[src/include/lsu_params.svh]
// shared constants for the load/store path, included by every RTL file and the testbench
`ifndef LSU_PARAMS_SVH
`define LSU_PARAMS_SVH

// data and address width
`define LSU_XLEN 32

// data RAM depth in words, only the low address bits select a word
`define LSU_RAM_WORDS 256

// most requests that may be outstanding on the bus at once
// sizes the pending-ack counter and the align offset queue
`define LSU_MAX_PENDING 3

`endif
[src/design/lsu.sv]
// load/store unit, Wishbone B4 pipelined master between the align stage and the data bus
`timescale 1ns/1ps
`default_nettype none

`include "lsu_params.svh"

module lsu
(
    input  wire logic                  clk_i,
    input  wire logic                  rstn_i,

    // word request port from the align stage
    input  wire logic                  req_i,
    input  wire logic                  we_i,
    input  wire logic [`LSU_XLEN-1:0]  addr_i,
    input  wire logic [3:0]            wsel_byte_i,
    input  wire logic [`LSU_XLEN-1:0]  wdata_i,
    output logic                       req_done_o,
    output logic [`LSU_XLEN-1:0]       rdata_o,
    // current request must be held
    output logic                       req_stall_o,

    // Wishbone master
    output logic                       wb_cyc_o,
    output logic                       wb_stb_o,
    output logic                       wb_we_o,
    output logic [`LSU_XLEN-1:0]       wb_addr_o,
    output logic [3:0]                 wb_sel_o,
    output logic [`LSU_XLEN-1:0]       wb_wdata_o,
    input  wire logic                  wb_stall_i,
    input  wire logic                  wb_ack_i,
    input  wire logic [`LSU_XLEN-1:0]  wb_rdata_i
);

localparam int PEND_W = $clog2(`LSU_MAX_PENDING + 1);

localparam logic [1:0] ST_IDLE = 2'd0;
localparam logic [1:0] ST_REQ  = 2'd1;
localparam logic [1:0] ST_WAIT = 2'd2;

logic [1:0]        state_q;
logic [1:0]        state_d;
logic [PEND_W-1:0] ack_pending_q;
logic [PEND_W-1:0] ack_pending_d;
logic              wb_accept;

// a transfer only counts once the slave has taken it
assign wb_accept = wb_stb_o && !wb_stall_i;

// acks still owed before the bus cycle may end
always_comb
begin
    ack_pending_d = ack_pending_q;
    if (wb_accept)
        ack_pending_d = ack_pending_d + 1'b1;
    if (wb_ack_i)
        ack_pending_d = ack_pending_d - 1'b1;
end

always_ff @(posedge clk_i)
begin
    if (!rstn_i)
        ack_pending_q <= '0;
    else
        ack_pending_q <= ack_pending_d;
end

always_ff @(posedge clk_i)
begin
    if (!rstn_i)
        state_q <= ST_IDLE;
    else
        state_q <= state_d;
end

// master FSM
always_comb
begin
    state_d = state_q;
    req_stall_o = 1'b0;
    wb_cyc_o = 1'b0;
    wb_stb_o = 1'b0;

    case (state_q)
        ST_IDLE:
        begin
            // bus not owned yet, hold the requester for one cycle
            if (req_i)
            begin
                req_stall_o = 1'b1;
                state_d = ST_REQ;
            end
        end

        ST_REQ:
        begin
            wb_cyc_o = 1'b1;
            wb_stb_o = req_i;
            if (req_i && wb_stall_i)
                req_stall_o = 1'b1;
            else if (!req_i)
                state_d = (ack_pending_d == '0) ? ST_IDLE : ST_WAIT;
        end

        ST_WAIT:
        begin
            // only draining acks here
            wb_cyc_o = 1'b1;
            if (req_i)
            begin
                req_stall_o = 1'b1;
                state_d = ST_REQ;
            end
            else if (ack_pending_d == '0)
                state_d = ST_IDLE;
        end

        default:
            state_d = ST_IDLE;
    endcase
end

// request is translated to the bus combinationally
always_comb
begin
    wb_we_o = 1'b0;
    wb_addr_o = '0;
    wb_sel_o = '0;
    wb_wdata_o = '0;
    if (state_q == ST_REQ)
    begin
        wb_we_o = we_i;
        wb_addr_o = addr_i;
        wb_wdata_o = wdata_i;
        // reads always fetch the full word
        wb_sel_o = we_i ? wsel_byte_i : 4'hf;
    end
end

assign req_done_o = wb_ack_i;
assign rdata_o = wb_ack_i ? wb_rdata_i : '0;

// the requester keeps within the outstanding limit
// a new transfer with no ack alongside must find a free slot
assert property (@(posedge clk_i) disable iff (!rstn_i)
    (wb_accept && !wb_ack_i) |-> (ack_pending_q < PEND_W'(`LSU_MAX_PENDING)))
    else $error("too many pending requests");

// every ack must match an accepted transfer
assert property (@(posedge clk_i) disable iff (!rstn_i)
    wb_ack_i |-> (ack_pending_q != '0))
    else $error("ack with nothing pending");

endmodule : lsu

`default_nettype wire

[config.mk]
export PLATFORM = sky130hd
export DESIGN_NAME = lsu
export DESIGN_NICKNAME = d
export VERILOG_FILES = /design/src/design/lsu.sv
export VERILOG_INCLUDE_DIRS = /design/src /design/src/include
export SDC_FILE = /design/constraint.sdc
export NUM_CORES = 1
export LEC_CHECK = 0
export BUFFER_PORTS_ARGS = -buffer_cell sky130_fd_sc_hd__buf_2
export CAP_MARGIN = 40
export CORE_AREA = 2 2 82 84
export CTS_CLUSTER_SIZE = 24
export DETAILED_ROUTE_END_ITERATION = 16
export DIE_AREA = 0 0 84 86
export GPL_ROUTABILITY_DRIVEN = 0
export PLACE_DENSITY = 0.56
export SLEW_MARGIN = 10
export SYNTH_ARGS = -nofsm -noshare
export SYNTH_HDL_FRONTEND = slang
export SYNTH_SLANG_ARGS = --single-unit
[constraint.sdc]
create_clock -name clk_i -period 1.85 [get_ports clk_i]
set_clock_uncertainty 0.05 [all_clocks]
set_input_delay 0.2775 -clock clk_i [delete_from_list [all_inputs] [get_ports clk_i]]
set_output_delay 0.2775 -clock clk_i [all_outputs]
set_load 0.03 [all_outputs]
After elaboration in Yosys (flattened, before gate mapping)
Index checks and enable logic that the tools add are counted.
{"block": "totals", "register_bits": 4, "out_inout_bits": 105, "word_cells": 38, "input_bits": 106}
{"block": "op_classes", "mux": 20, "n_eq_ne": 6, "n_reduce_logical": 8, "n_addsub": 2}
{"cell": "2-to-1 mux 32 bit", "n": 3}
{"cell": "2-to-1 mux 2 bit", "n": 8}
{"cell": "2-to-1 mux 4 bit", "n": 2}
{"cell": "inequality test 2 bit, second input constant", "n": 3}
{"cell": "one-hot mux 2 bit (3 select lines)", "n": 1}
{"cell": "2-to-1 mux 1 bit", "n": 5}
{"cell": "zero test 2 bit", "n": 2}
{"cell": "AND reduction 4 bit", "n": 1}
{"cell": "OR reduction 2 bit", "n": 2}
{"cell": "inequality test 3 bit, second input constant", "n": 1}
{"cell": "adder 2 x 1 -> 2 bit, second input constant", "n": 1}
{"cell": "equality test 2 x 1 -> 1 bit, second input constant", "n": 1}
{"cell": "equality test 2 bit, second input constant", "n": 1}
{"cell": "logical AND 1 bit", "n": 2}
{"cell": "one-hot mux 1 bit (2 select lines)", "n": 1}
{"cell": "subtractor 2 x 1 -> 2 bit, second input constant", "n": 1}
{"cell": "zero test 1 bit", "n": 1}

Depth between registers and ports, before layout
{"block": "depth", "word_depth": 11, "ltp_mapped": 6, "depth_no_buf": 6}

Least setup slack after synthesis
No wires, ideal clock.
{"block": "synth_timing", "kind": "register to output", "start": "register state_q[0]", "end": "output wb_sel_o[0]", "arrival_time_ns": 1.574, "path_slack_ns": -0.052, "t_required_ns": 1.522, "path_stages_with_launch": 4, "cell_sequence": "dfxtp_1 ha_1 clkbuf_1 a21boi_0"}
{"block": "synth_via", "elab_chain_len": 2}
{"element": "start, declared", "line_no": "lsu.sv:41", "text": "logic [1:0] state_q;"}
{"element": "start signal, assigned", "line_no": "lsu.sv:73", "text": "state_q <= state_d;"}
{"element": "equality test 2 x 1 -> 1 bit", "line_no": "lsu.sv:130", "text": "if (state_q == ST_REQ)"}
{"element": "2-to-1 mux 4 bit", "line_no": "lsu.sv:130"}
{"element": "end, declared", "line_no": "lsu.sv:28", "text": "output logic [3:0] wb_sel_o,"}
Every way passes these cells.

Worst setup path in the final report
{"block": "layout_timing", "start": "register state_q[1]", "end": "output wb_wdata_o[14]"}
{"block": "layout_via", "elab_chain_len": 2}
{"element": "equality test 2 x 1 -> 1 bit", "line_no": "lsu.sv:130"}
{"element": "2-to-1 mux 32 bit", "line_no": "lsu.sv:130"}
{"element": "end, declared", "line_no": "lsu.sv:29", "text": "output logic [`LSU_XLEN-1:0] wb_wdata_o,"}
Every way passes these cells.

==> key figures <==
Outcome
  – Status: finished clean

Synthesis
  – Sequential area share after synthesis: 0.0787
  – Syn. warnings: 0
  – Mapped Area: 1020 sq um
  – Seq cells post-synth: 4
  – Synth top area cells: and2_1 (61%), dfxtp_1 (7.9%), ha_1 (6.2%), a21boi_0 (3.0%), clkbuf_1 (3.0%)
  – Yosys top cell area share: 0.609
  – Avg Inst Size Synth: 6.69 sq um
  – Syn Nets: 263
  – Mapped Cells: 152
  – Synth unique cells: 26
  – Cell taking the most area after synthesis: and2_1

Route
  – Residual DRC count: 0
  – DR iter-0 viols: 15
  – Final antenna-violating net count: 0
  – Routed wire length per instance: 9.71 um
  – Via density: 3.83
  – DR pass1 iterations: 4
  – DR vias: 1666
  – Total detailed-routing wirelength: 4.22 mm

Finish
  – Nets: 471
  – P&R area growth vs syn: 121%
  – Commonest non-fill, non-tap cells in the layout: buf_2 (210), and2_1 (99), inv_1 (7), a21boi_0 (4), ha_1 (4)
  – Most common cell after layout, fill and taps aside: buf_2
  – Post-layout util: 0.358
  – Share of layout cells above drive strength 1: 0.623
  – Antenna diode count: 0

Global routing
  – Vias in the first global route: 1353
  – Antenna violations before repair: 0
  – GRT Overall Usage: 0.0961
  – Largest net degree at the start of global routing: 51
  – GR Overflow Total: 0
  – First-pass GRT wire length: 5.73 mm

Power and ir drop
  – Switching share of power: 0.486
  – Pint: 0.000522 W
  – Register share of total power: 0.105
  – Comb power frac: 0.717
  – Maximum VDD drop: 204 uV
  – Total power: 0.00101 W
  – Sw power: 0.000493 W
  – Lkg Pwr: 1.46 nW
  – Clk pwr share: 0.178
  – Power per cell area: 451 nW/um^2

Clocking
  – Clock sinks: 4
  – CTS H-tree lvls: 1
  – CTS tree: built
  – Worst-Skew Late Latency: 0.22 ns
  – CTS Root Cell: clkbuf_8
  – Clock Tree Buf Depth: 2
  – CTS buffer count: 3
  – CTS clk-pin slew, worst paths: 0.03 ns

Worst setup path
  – Setup CP Type: register to primary output
  – Data required, critical path: 1.52 ns
  – Critical path fanouts, max: 25
  – Worst R2R Start: state_q[0]$_SDFFE_PN0P_
  – R2r setup slk: 0.30 ns
  – Setup crit end kind: primary output
  – WP data arrival: 1.42 ns
  – Critical Path Sink: wb_wdata_o[14]
  – Startpoint types: register
  – Worst Setup SP: state_q[1]$_SDFFE_PN0P_
  – Worst reg-to-reg path cell count: 5
  – Reg-to-reg endpoint: state_q[0]$_SDFFE_PN0P_

Placement
  – Buffers added on ports: 210
  – Dpl hpwl: 3.62 mm

Timing
  – Max Transition Viols Final: 0
  – RSZ-0062 raised after global routing: false
  – Period Utilization, post-route: 0.946
  – Final-report hold violation count: 0
  – Worst rel slew slack: 0.729
  – Fin Hold WS: 0.272 ns
  – Min Tclk post-route: 1.75 ns
  – Pin slew with the least headroom to its limit: 0.403 ns
  – Final setup violation count: 0
  – FMAX: 0.571 GHz

Floorplan
  – Core box area: 6280 sq um
  – Row Count: 29
  – Die width: 84 um
  – Die height: 86 um
  – Die area: 7220 sq um
  – Io pins: 211
  – Starting density of the core: 0.162

Min path
  – Hold crit path type: primary input to register

Flow run
  – Max-cap violations: 0
==> state kept, by name (all words and copies together), names as in the netlist <==
signal         flops
state_q            2
ack_pending_q      2
==> critical path, stage by stage (launching register included) <==
cell and delay [ns]:
dfxtp_2 0.33, inv_1 0.12, ha_4 0.23, clkbuf_16 0.20, and2_1 0.14, buf_2 0.19
==> metrics by stage <==
stage	setup slack, ns	TNS [ns]	std cells	area, sq um
final	0.0996	0	435	2250
after global routing	0.0247	0	435	2250
after CTS	0.0171	0	433	2200
after detailed placement	0.143	0	430	2150
after global placement	0.198	0	430	2150
after floorplan	-0.0518	-0.207	152	1020
==> cells by family (layout without fill, tap and decap cells) <==
group,after synthesis,count (layout),synth area share
and+or+nand+nor,111,111,0.681
buffers and inverters,19,225,0.0775
AOI/OAI and AO/OA,9,9,0.0652
adders and majority gates,5,5,0.0615
muxes,1,1,0.00984
xor gates and xnor gates,3,3,0.0258
DFF,4,4,0.0787
==> timing repair <==
action	in CTS	in global routing
pin swaps	0	0
hold buffers	0	0
setup endpoints to repair	60	60
buffers inserted	0	1
cloned	0	1
gates resized for setup	1	2
==> how the worst min path moves through the flow <==
stage	end	slack (ns)	startpoint	cells after the start
floorplan	state_q[1]$_SDFFE_PN0P_	0.34	rstn_i	2
global placement	state_q[1]$_SDFFE_PN0P_	0.49	state_q[1]$_SDFFE_PN0P_	2
detailed placement	state_q[1]$_SDFFE_PN0P_	0.48	rstn_i	3
CTS	state_q[1]$_SDFFE_PN0P_	0.26	rstn_i	3
global route	ack_pending_q[0]$_SDFF_PN0_	0.28	rstn_i	2
finish	ack_pending_q[1]$_SDFF_PN0_	0.27	rstn_i	2
==> metal layers <==
layer | up-vias | track usage | wire length (um)
met4 | 0 | 0.0308 | 38
met3 | 2 | 0.0260 | 491
met1 | 668 | 0.0906 | 1450
li1 | 870 | - | -
met2 | 126 | 0.199 | 2240
met5 | - | 0 | 0
==> synthesized netlist by cell type, drive strengths merged <==
cell / n
nor2b: 1
xor2: 1
a21oi: 1
nand3b: 2
and2b: 1
and2: 100
xnor2: 2
nand2: 2
a211oi: 1
clkbuf: 8
or2b: 1
mux2i: 1
nor4: 1
a21boi: 4
o211a: 1
o21ai: 1
nor2: 2
ha: 5
nor3: 1
inv: 7
buf: 4
o311ai: 1
dfxtp: 4
==> power by group through the flow <==
stage                     Combinational (W)  Clock, W  Sequential [W]
after global routing               0.000781  0.000194        0.000108
final                              0.000727  0.000181        0.000107
after floorplan                    0.000457         0        0.000105
after CTS                          0.000715  0.000186        0.000106
after detailed placement           0.000710         0        0.000106
after global placement             0.000705         0        0.000105
==> final cells by class <==
cell class | count | area (sq um)
Clock buffer | 3 | 41.3
Tap cell | 77 | 96.3
Timing Repair Buffer | 215 | 1130
Multi-Input combinational cell | 129 | 871
Inverter | 7 | 26.3
Sequential cell | 4 | 82.6
Fill cell | 690 | 4030
Power figures use the tool's default switching activity.
