**config.mk**
```make
export PLATFORM = sky130hd
export DESIGN_NAME = lsu_align
export DESIGN_NICKNAME = d
export VERILOG_FILES = /design/src/design/riscv_pkg.sv /design/src/design/lsu_align.sv
export VERILOG_INCLUDE_DIRS = /design/src /design/src/include
export SDC_FILE = /design/constraint.sdc
export NUM_CORES = 1
export LEC_CHECK = 0
export ABC_AREA = 1
export BUFFER_PORTS_ARGS = -buffer_cell sky130_fd_sc_hd__buf_2
export CAP_MARGIN = 20
export CELL_PAD_IN_SITES_DETAIL_PLACEMENT = 0
export CELL_PAD_IN_SITES_GLOBAL_PLACEMENT = 2
export CORE_ASPECT_RATIO = 0.9
export CORE_MARGIN = 8
export CORE_UTILIZATION = 16
export CTS_BUF_LIST = sky130_fd_sc_hd__clkbuf_16
export CTS_CLUSTER_DIAMETER = 80
export DETAILED_ROUTE_END_ITERATION = 10
export GPL_ROUTABILITY_DRIVEN = 0
export PLACE_DENSITY_LB_ADDON = 0.1
export SLEW_MARGIN = 40
export SYNTH_ARGS = -nofsm -noshare
export SYNTH_HDL_FRONTEND = slang
export SYNTH_SLANG_ARGS = --single-unit
```
**constraint.sdc**
```tcl
create_clock -name clk_i -period 2.2 [get_ports clk_i]
set_input_delay 0.44 -clock clk_i [delete_from_list [all_inputs] [get_ports clk_i]]
set_output_delay 0.44 -clock clk_i [all_outputs]
set_load 0.01 [all_outputs]
```
**src/include/lsu_params.svh**
```systemverilog
// shared constants for the load/store path, included by every RTL file and the testbench
`ifndef LSU_PARAMS_SVH
`define LSU_PARAMS_SVH

// data and address width
`define LSU_XLEN 32

// data RAM depth in words, only the low address bits select a word
`define LSU_RAM_WORDS 256

// most requests that may be outstanding on the bus at once
// sizes the pending-ack counter and the align offset queue
`define LSU_MAX_PENDING 3

`endif
```
**src/design/riscv_pkg.sv**
```systemverilog
// shared types for the load/store path, referenced by scoped name from RTL and testbench
`default_nettype none

`include "lsu_params.svh"

package riscv_pkg;

    // access size as encoded by the core, funct3[1:0] style
    typedef enum logic [1:0]
    {
        MEM_BYTE = 2'b00,
        MEM_HALF = 2'b01,
        MEM_WORD = 2'b10
    } mem_size_e;

    // one data word, seen either whole or as byte lanes
    // byte 0 is the least significant lane (little endian)
    typedef union packed
    {
        logic [`LSU_XLEN-1:0] word;
        logic [(`LSU_XLEN/8)-1:0][7:0] bytes;
    } data_word_u;

endpackage : riscv_pkg

`default_nettype wire

```
**src/design/lsu_align.sv**
```systemverilog
// alignment stage between core port and LSU, builds byte selects and extends load data
`timescale 1ns/1ps
`default_nettype none

`include "lsu_params.svh"

module lsu_align
(
    input  wire logic                    clk_i,
    input  wire logic                    rstn_i,

    // core side
    input  wire logic                    req_i,
    input  wire logic                    we_i,
    input  wire riscv_pkg::mem_size_e    size_i,
    input  wire logic                    unsigned_i,
    input  wire logic [`LSU_XLEN-1:0]    addr_i,
    input  wire logic [`LSU_XLEN-1:0]    wdata_i,
    output logic                         done_o,
    output riscv_pkg::data_word_u        rdata_o,
    output logic                         stall_o,

    // word side towards the LSU
    output logic                         lsu_req_o,
    output logic                         lsu_we_o,
    output logic [`LSU_XLEN-1:0]         lsu_addr_o,
    output logic [3:0]                   lsu_sel_o,
    output riscv_pkg::data_word_u        lsu_wdata_o,
    input  wire logic                    lsu_done_i,
    input  wire riscv_pkg::data_word_u   lsu_rdata_i,
    input  wire logic                    lsu_stall_i
);

localparam int DEPTH = `LSU_MAX_PENDING;
localparam int CNT_W = $clog2(DEPTH + 1);

logic                  accept;
logic [CNT_W-1:0]      q_cnt;
logic [CNT_W-1:0]      push_idx;
logic [1:0]            q_off  [DEPTH];
riscv_pkg::mem_size_e  q_size [DEPTH];
logic                  q_uns  [DEPTH];
logic [7:0]            ld_byte;
logic [15:0]           ld_half;

assign accept = req_i && !lsu_stall_i;

// handshake passes straight through, the LSU owns the timing
assign lsu_req_o = req_i;
assign lsu_we_o  = we_i;
assign lsu_addr_o = {addr_i[`LSU_XLEN-1:2], 2'b00};
assign done_o  = lsu_done_i;
assign stall_o = lsu_stall_i;

// byte select and lane replication for stores
always_comb
begin
    case (size_i)
        riscv_pkg::MEM_BYTE:
        begin
            lsu_sel_o = 4'b0001 << addr_i[1:0];
            lsu_wdata_o.word = {4{wdata_i[7:0]}};
        end
        riscv_pkg::MEM_HALF:
        begin
            lsu_sel_o = 4'b0011 << {addr_i[1], 1'b0};
            lsu_wdata_o.word = {2{wdata_i[15:0]}};
        end
        default:
        begin
            lsu_sel_o = 4'b1111;
            lsu_wdata_o.word = wdata_i;
        end
    endcase
end

// offset queue, one entry per outstanding request
// the head sits at index 0 and the rest shift down on each done
assign push_idx = q_cnt - CNT_W'(lsu_done_i);

always_ff @(posedge clk_i)
begin
    if (!rstn_i)
        q_cnt <= '0;
    else
        q_cnt <= q_cnt + CNT_W'(accept) - CNT_W'(lsu_done_i);
end

always_ff @(posedge clk_i)
begin
    if (lsu_done_i)
    begin
        for (int i = 0; i < DEPTH - 1; i++)
        begin
            q_off[i]  <= q_off[i+1];
            q_size[i] <= q_size[i+1];
            q_uns[i]  <= q_uns[i+1];
        end
    end
    // push after the shift so a simultaneous pop lands in the right slot
    if (accept)
    begin
        q_off[push_idx]  <= addr_i[1:0];
        q_size[push_idx] <= size_i;
        q_uns[push_idx]  <= unsigned_i;
    end
end

// pick the addressed lanes of the returning word and extend them
assign ld_byte = lsu_rdata_i.bytes[q_off[0]];
assign ld_half = {lsu_rdata_i.bytes[{q_off[0][1], 1'b1}], lsu_rdata_i.bytes[{q_off[0][1], 1'b0}]};

always_comb
begin
    case (q_size[0])
        riscv_pkg::MEM_BYTE:
            rdata_o.word = {{24{!q_uns[0] && ld_byte[7]}}, ld_byte};
        riscv_pkg::MEM_HALF:
            rdata_o.word = {{16{!q_uns[0] && ld_half[15]}}, ld_half};
        default:
            rdata_o.word = lsu_rdata_i.word;
    endcase
end

// misaligned halfword and word accesses are not supported
assert property (@(posedge clk_i) disable iff (!rstn_i)
    req_i |-> !((size_i == riscv_pkg::MEM_HALF && addr_i[0]) ||
                (size_i == riscv_pkg::MEM_WORD && addr_i[1:0] != 2'b00)))
    else $error("misaligned access at address %h", addr_i);

endmodule : lsu_align

`default_nettype wire

```
# ---- Yosys cells after proc, flatten, opt, wreduce, memory -nomap -nowiden
# Memories as Yosys holds them, arrays and structs flattened.
# Index checks and enable logic that the tools add are counted.
dict set report op_classes {
  n_addsub 3
  muxes 13
  n_shift 2
  n_eq_ne 2
  n_lt_le_gt_ge 3
  reduce_logical 7
}
# operator count
set op_table {}
lappend op_table {{32-bit one-hot mux with 2 select lines} 2}
lappend op_table {{8-bit 2-to-1 mux} 5}
lappend op_table {{8-bit binary-select mux with 2-bit select} 1}
lappend op_table {{2-bit by 3-bit less-than comparator with 1-bit output (second input constant)} 3}
lappend op_table {{4-bit one-hot mux with 2 select lines} 1}
lappend op_table {{2-bit by 1-bit == test with 1-bit output (second input constant)} 2}
lappend op_table {{2-bit zero test} 2}
lappend op_table {{1-bit 2-to-1 mux} 4}
lappend op_table {{1-bit by 2-bit left shift with 4-bit output (first input constant)} 1}
lappend op_table {{2-bit by 2-bit left shift with 4-bit output (first input constant)} 1}
lappend op_table {{2-bit by 1-bit subtractor with 2-bit output} 2}
lappend op_table {{1-bit logical AND} 3}
lappend op_table {{2-bit by 1-bit adder with 2-bit output} 1}
lappend op_table {{1-bit zero test} 2}
dict set report word_totals {
  regBits 2
  inputBits 105
  memories 3
  ram_bits 15
}
# name words word_bits rd rd_ports_with_merged_regs write_ports line_no
set mem_list {}
lappend mem_list {q_off 3 2 3 0 3 lsu_align.sv:40} ;# logic [1:0] q_off [DEPTH];
lappend mem_list {q_size 3 2 3 0 3 lsu_align.sv:41} ;# riscv_pkg::mem_size_e q_size [DEPTH];
lappend mem_list {q_uns 3 1 3 0 3 lsu_align.sv:42} ;# logic q_uns [DEPTH];

# ---- Logic depth before layout (Yosys ltp)
# An unclocked memory read counts as a cell.
dict set report logic_depth {
  depth_word 5
  ltp_mapped 9
  mapped_depth_nobuf 7
}

# ---- Worst setup path after synthesis
# Ideal clock, no wire load.
dict set report synth_path {
  path_type {input -> register}
  startpoint {input port lsu_done_i}
  endpoint {memory q_off[2][0] (enable)}
  setup_ps 381
  stages 3
  slack_ps 404
  path_buffers 0
  arrival_ps 1415
  required_ps 1819
  cell_sequence {ha_1 > inv_1 > nor4_1}
}
# element line_no
set synth_lines {}
lappend synth_lines {{start: declaration} lsu_align.sv:29} ;# input wire logic lsu_done_i,
lappend synth_lines {{end: declaration} lsu_align.sv:40}

==> impl_metrics.py <==
metrics = {
    "yosys": {
        "synth_seq_cells": 17,
        "synth_top_family_by_area": "simple AND/OR/NAND/NOR gates",
        "synth-edff-count": 15,
        "ys_seq_area_frac": 0.2276,
        "syn_inst": 332,
        "synth_warnings": 0,
        "yosys-top-cells-area": "nand2_1 24%, edfxtp_1 21%, buf_4 16%, nand3_2 7.0%, nand3_1 5.3%",
        "yosys.area.top_type": "nand2_1",
        "ys.flop_type": "edfxtp_1",
        "async_flop_share": 0,
        "synth-compound-area-share": 0.08362,
        "netlist_top_cells_count": "140 x nand2_1, 47 x buf_4, 23 x nand3_1",
        "syn_area_per_cell_um2": 6.490,
        "synth_most_common_cell": "nand2_1",
        "synth_mux_area_frac": 0,
        "synth_cell_types": 29,
        "synthXorXnorAreaFrac": 0.01161,
        "synthAdderAreaFrac": 0.01161,
        "syn_area_um2": 2155,
        "yosys.area.top_type_share": 0.2439,
        "yosys.area_share.simple": 0.4245,
    },
    "detailed_routing": {
        "drt_iter0_drc": 68,
        "vias": 2388,
        "antenna_left": 0,
        "drt-pass1-iter-count": 4,
        "routed_via_density": 3.934,
        "wl_per_cell_um": 14.27,
        "drcViolationCount": 0,
        "drt-total-wl_um": 8662,
    },
    "clock_tree": {
        "h-tree-depth": 1,
        "cts.reportedPaths.clkPinSlew_ns": 0.05,
        "cts_inserted_buffers": 3,
        "cts.sinks": 17,
        "clockRootBuffer": "clkbuf_16",
        "clock_latency_ns": 0.24,
        "cts_buffer_depth": 2,
        "tritoncts": "done",
    },
    "sta": {
        "finalCritPeriodShare": 0.9389,
        "finalHoldViolations": 0,
        "rsz0062_at_grt": "no",
        "setup_viol": 0,
        "slew_violations": 0,
        "tns_ns": 0,
        "fmax_ghz": 0.4841,
        "period_needed_ns": 2.066,
        "fin_skew_ns": 0.001245,
    },
    "placed_design": {
        "dp_hpwl_um": 7345,
        "port-buffer-count": 144,
        "dp.cells": 601,
    },
    "floorplanning": {
        "coreArea_um2": 13260,
        "top_level_ports": 209,
        "die_h_um": 126.1,
        "initial_core_util": 0.1625,
        "num_rows": 40,
        "die_x_um": 138.3,
        "die-area_um2": 17440,
    },
    "finish": {
        "layoutNonFillerInstCount": 607,
        "area_growth_pct": 34.32,
        "fin_nets": 547,
        "antenna_cells": 0,
        "fillers": 1554,
        "drive_gt1_frac": 0.4351,
    },
    "critical_path": {
        "path_cells": "inv_4 -> nand2_4 -> nor2_8 -> nand2_2 -> nand2_2 -> nand2_8 -> nand3_1 -> buf_2",
        "crit_required_ns": 1.76,
        "cp_slowest_cell": "edfxtp_1",
        "startpoint": "q_size[0][1]",
        "arrival_ns": 1.63,
        "cp_slowest_stage_delay_ns": 0.46,
        "cpMostUsedCell": "nand2_2",
        "crit_path_end_kind": "primary output",
        "cp_max_fo": 24,
        "crit_path_start_kind": "flop",
        "critPathKind": "reg -> out",
        "reg2reg_from": "q_cnt[0]",
    },
    "power": {
        "irDropWorstVdd_mv": 0.2404,
        "p_leak_nw": 1.676,
        "p_per_area_nw_per_um2": 548.9,
    },
    "grt": {
        "grt_pass1_vias": 2522,
        "grt_pass1_wl_um": 13540,
        "grt.total_usage": 0.09403,
        "grt_max_degree": 25,
        "grt_overflow": 0,
        "antenna_found_initial": 0,
    },
    "outcome": {
        "status": "completed",
    },
    "min_path": {
        "worstHoldStart": "unsigned_i",
        "hold_class": "in -> reg",
    },
    "flow_run": {
        "drv.max_cap_violation_count": 0,
    },
}
## sequential cells by signal (all words and copies together) (netlist names)
signal / cells
q_off: 6
q_size: 6
q_uns: 3
q_cnt: 2
## critical path: cells and delay by family (launching register included)
| family | cells | cell delay, ns |
|---|---|---|
| flops | 1 | 0.46 |
| buf+inv | 2 | 0.23 |
| simple gates | 6 | 0.68 |
## logic make-up after synthesis
logic type | count (synthesis)
other | 1
adder cells (fa/ha/maj) | 2
flip-flops | 17
AND/OR/NAND/NOR | 196
XOR/XNOR | 2
AO/OA/AOI/OAI | 32
buffers and inverters | 82
## repair_timing
item / 4_1_cts / 5_1_grt
hold buffers: 0 / 0
setup buffers: 0 / 2
endpoints found under the setup margin: 12 / 27
endpoints found under the hold margin: 0 / 0
resized for setup: 1 / 1
## routing by layer
layer	vias to the layer above	global-route usage	wire length [um]
li1	1235	-	-
met1	1057	0.1129	3913
met2	94	0.1679	4229
met3	2	0.02479	491
met4	0	0.01213	28
met5	-	0	0
## through the flow
stage / cell area (um^2) / power, mW / worst slack, ns / util / hold WS [ns]
3_3_place_gp: 2788 / 1.252 / 0.1564 / 0.2102 / 0.5144
5_1_grt: 2894 / 1.713 / 0.004079 / 0.2182 / 0.3921
4_1_cts: 2877 / 1.616 / 0.04297 / 0.2169 / 0.3870
3_5_place_dp: 2788 / 1.246 / 0.1353 / 0.2102 / 0.5169
2_1_floorplan: 2158 / 0.9530 / 0.4036 / - / 0.5000
6_report: 2894 / 1.588 / 0.1343 / 0.2182 / 0.3886
## final cells by class
cell class	instances	area, um^2	area share
inverters	23	88.84	0.03070
clock inverters	1	5.005	0.001729
flip-flops and latches	17	490.5	0.1695
multi-input cells	234	1164	0.4021
clock buffers	3	75.07	0.02594
well taps	168	210.2	0.07263
repair buffers	161	860.8	0.2974
## layout by cell type (no fill, tap or decap), drive strengths merged
cell type  instances
buf              161
nand2            144
nand3             38
o21ai             23
inv               23
edfxtp            15
nor2               9
o211ai             7
nand4              4
clkbuf             3
ha                 2
conb               2
dfxtp              2
a21oi              1
a22oi              1
xnor2              1
nor4               1
xor2               1
clkinv             1
## power breakdown
| part | switching [mW] | total [mW] | leakage (nW) | internal [mW] |
|---|---|---|---|---|
| Clock | 0.117 | 0.359 | 0.0409 | 0.243 |
| Combinational | 0.485 | 0.816 | 1.47 | 0.331 |
| Sequential | 0.0172 | 0.413 | 0.161 | 0.395 |
| Total | 0.619 | 1.59 | 1.68 | 0.970 |
## worst paths after layout
check / end / slack [ns] / cells past startpoint
min: q_uns[2] / 0.39 / 1
min reg2reg: q_size[1][1] / 0.52 / 2
max reg2reg: q_uns[0] / 0.43 / 5
max: rdata_o[8] / 0.13 / 8
Power figures use the tool's default switching activity.
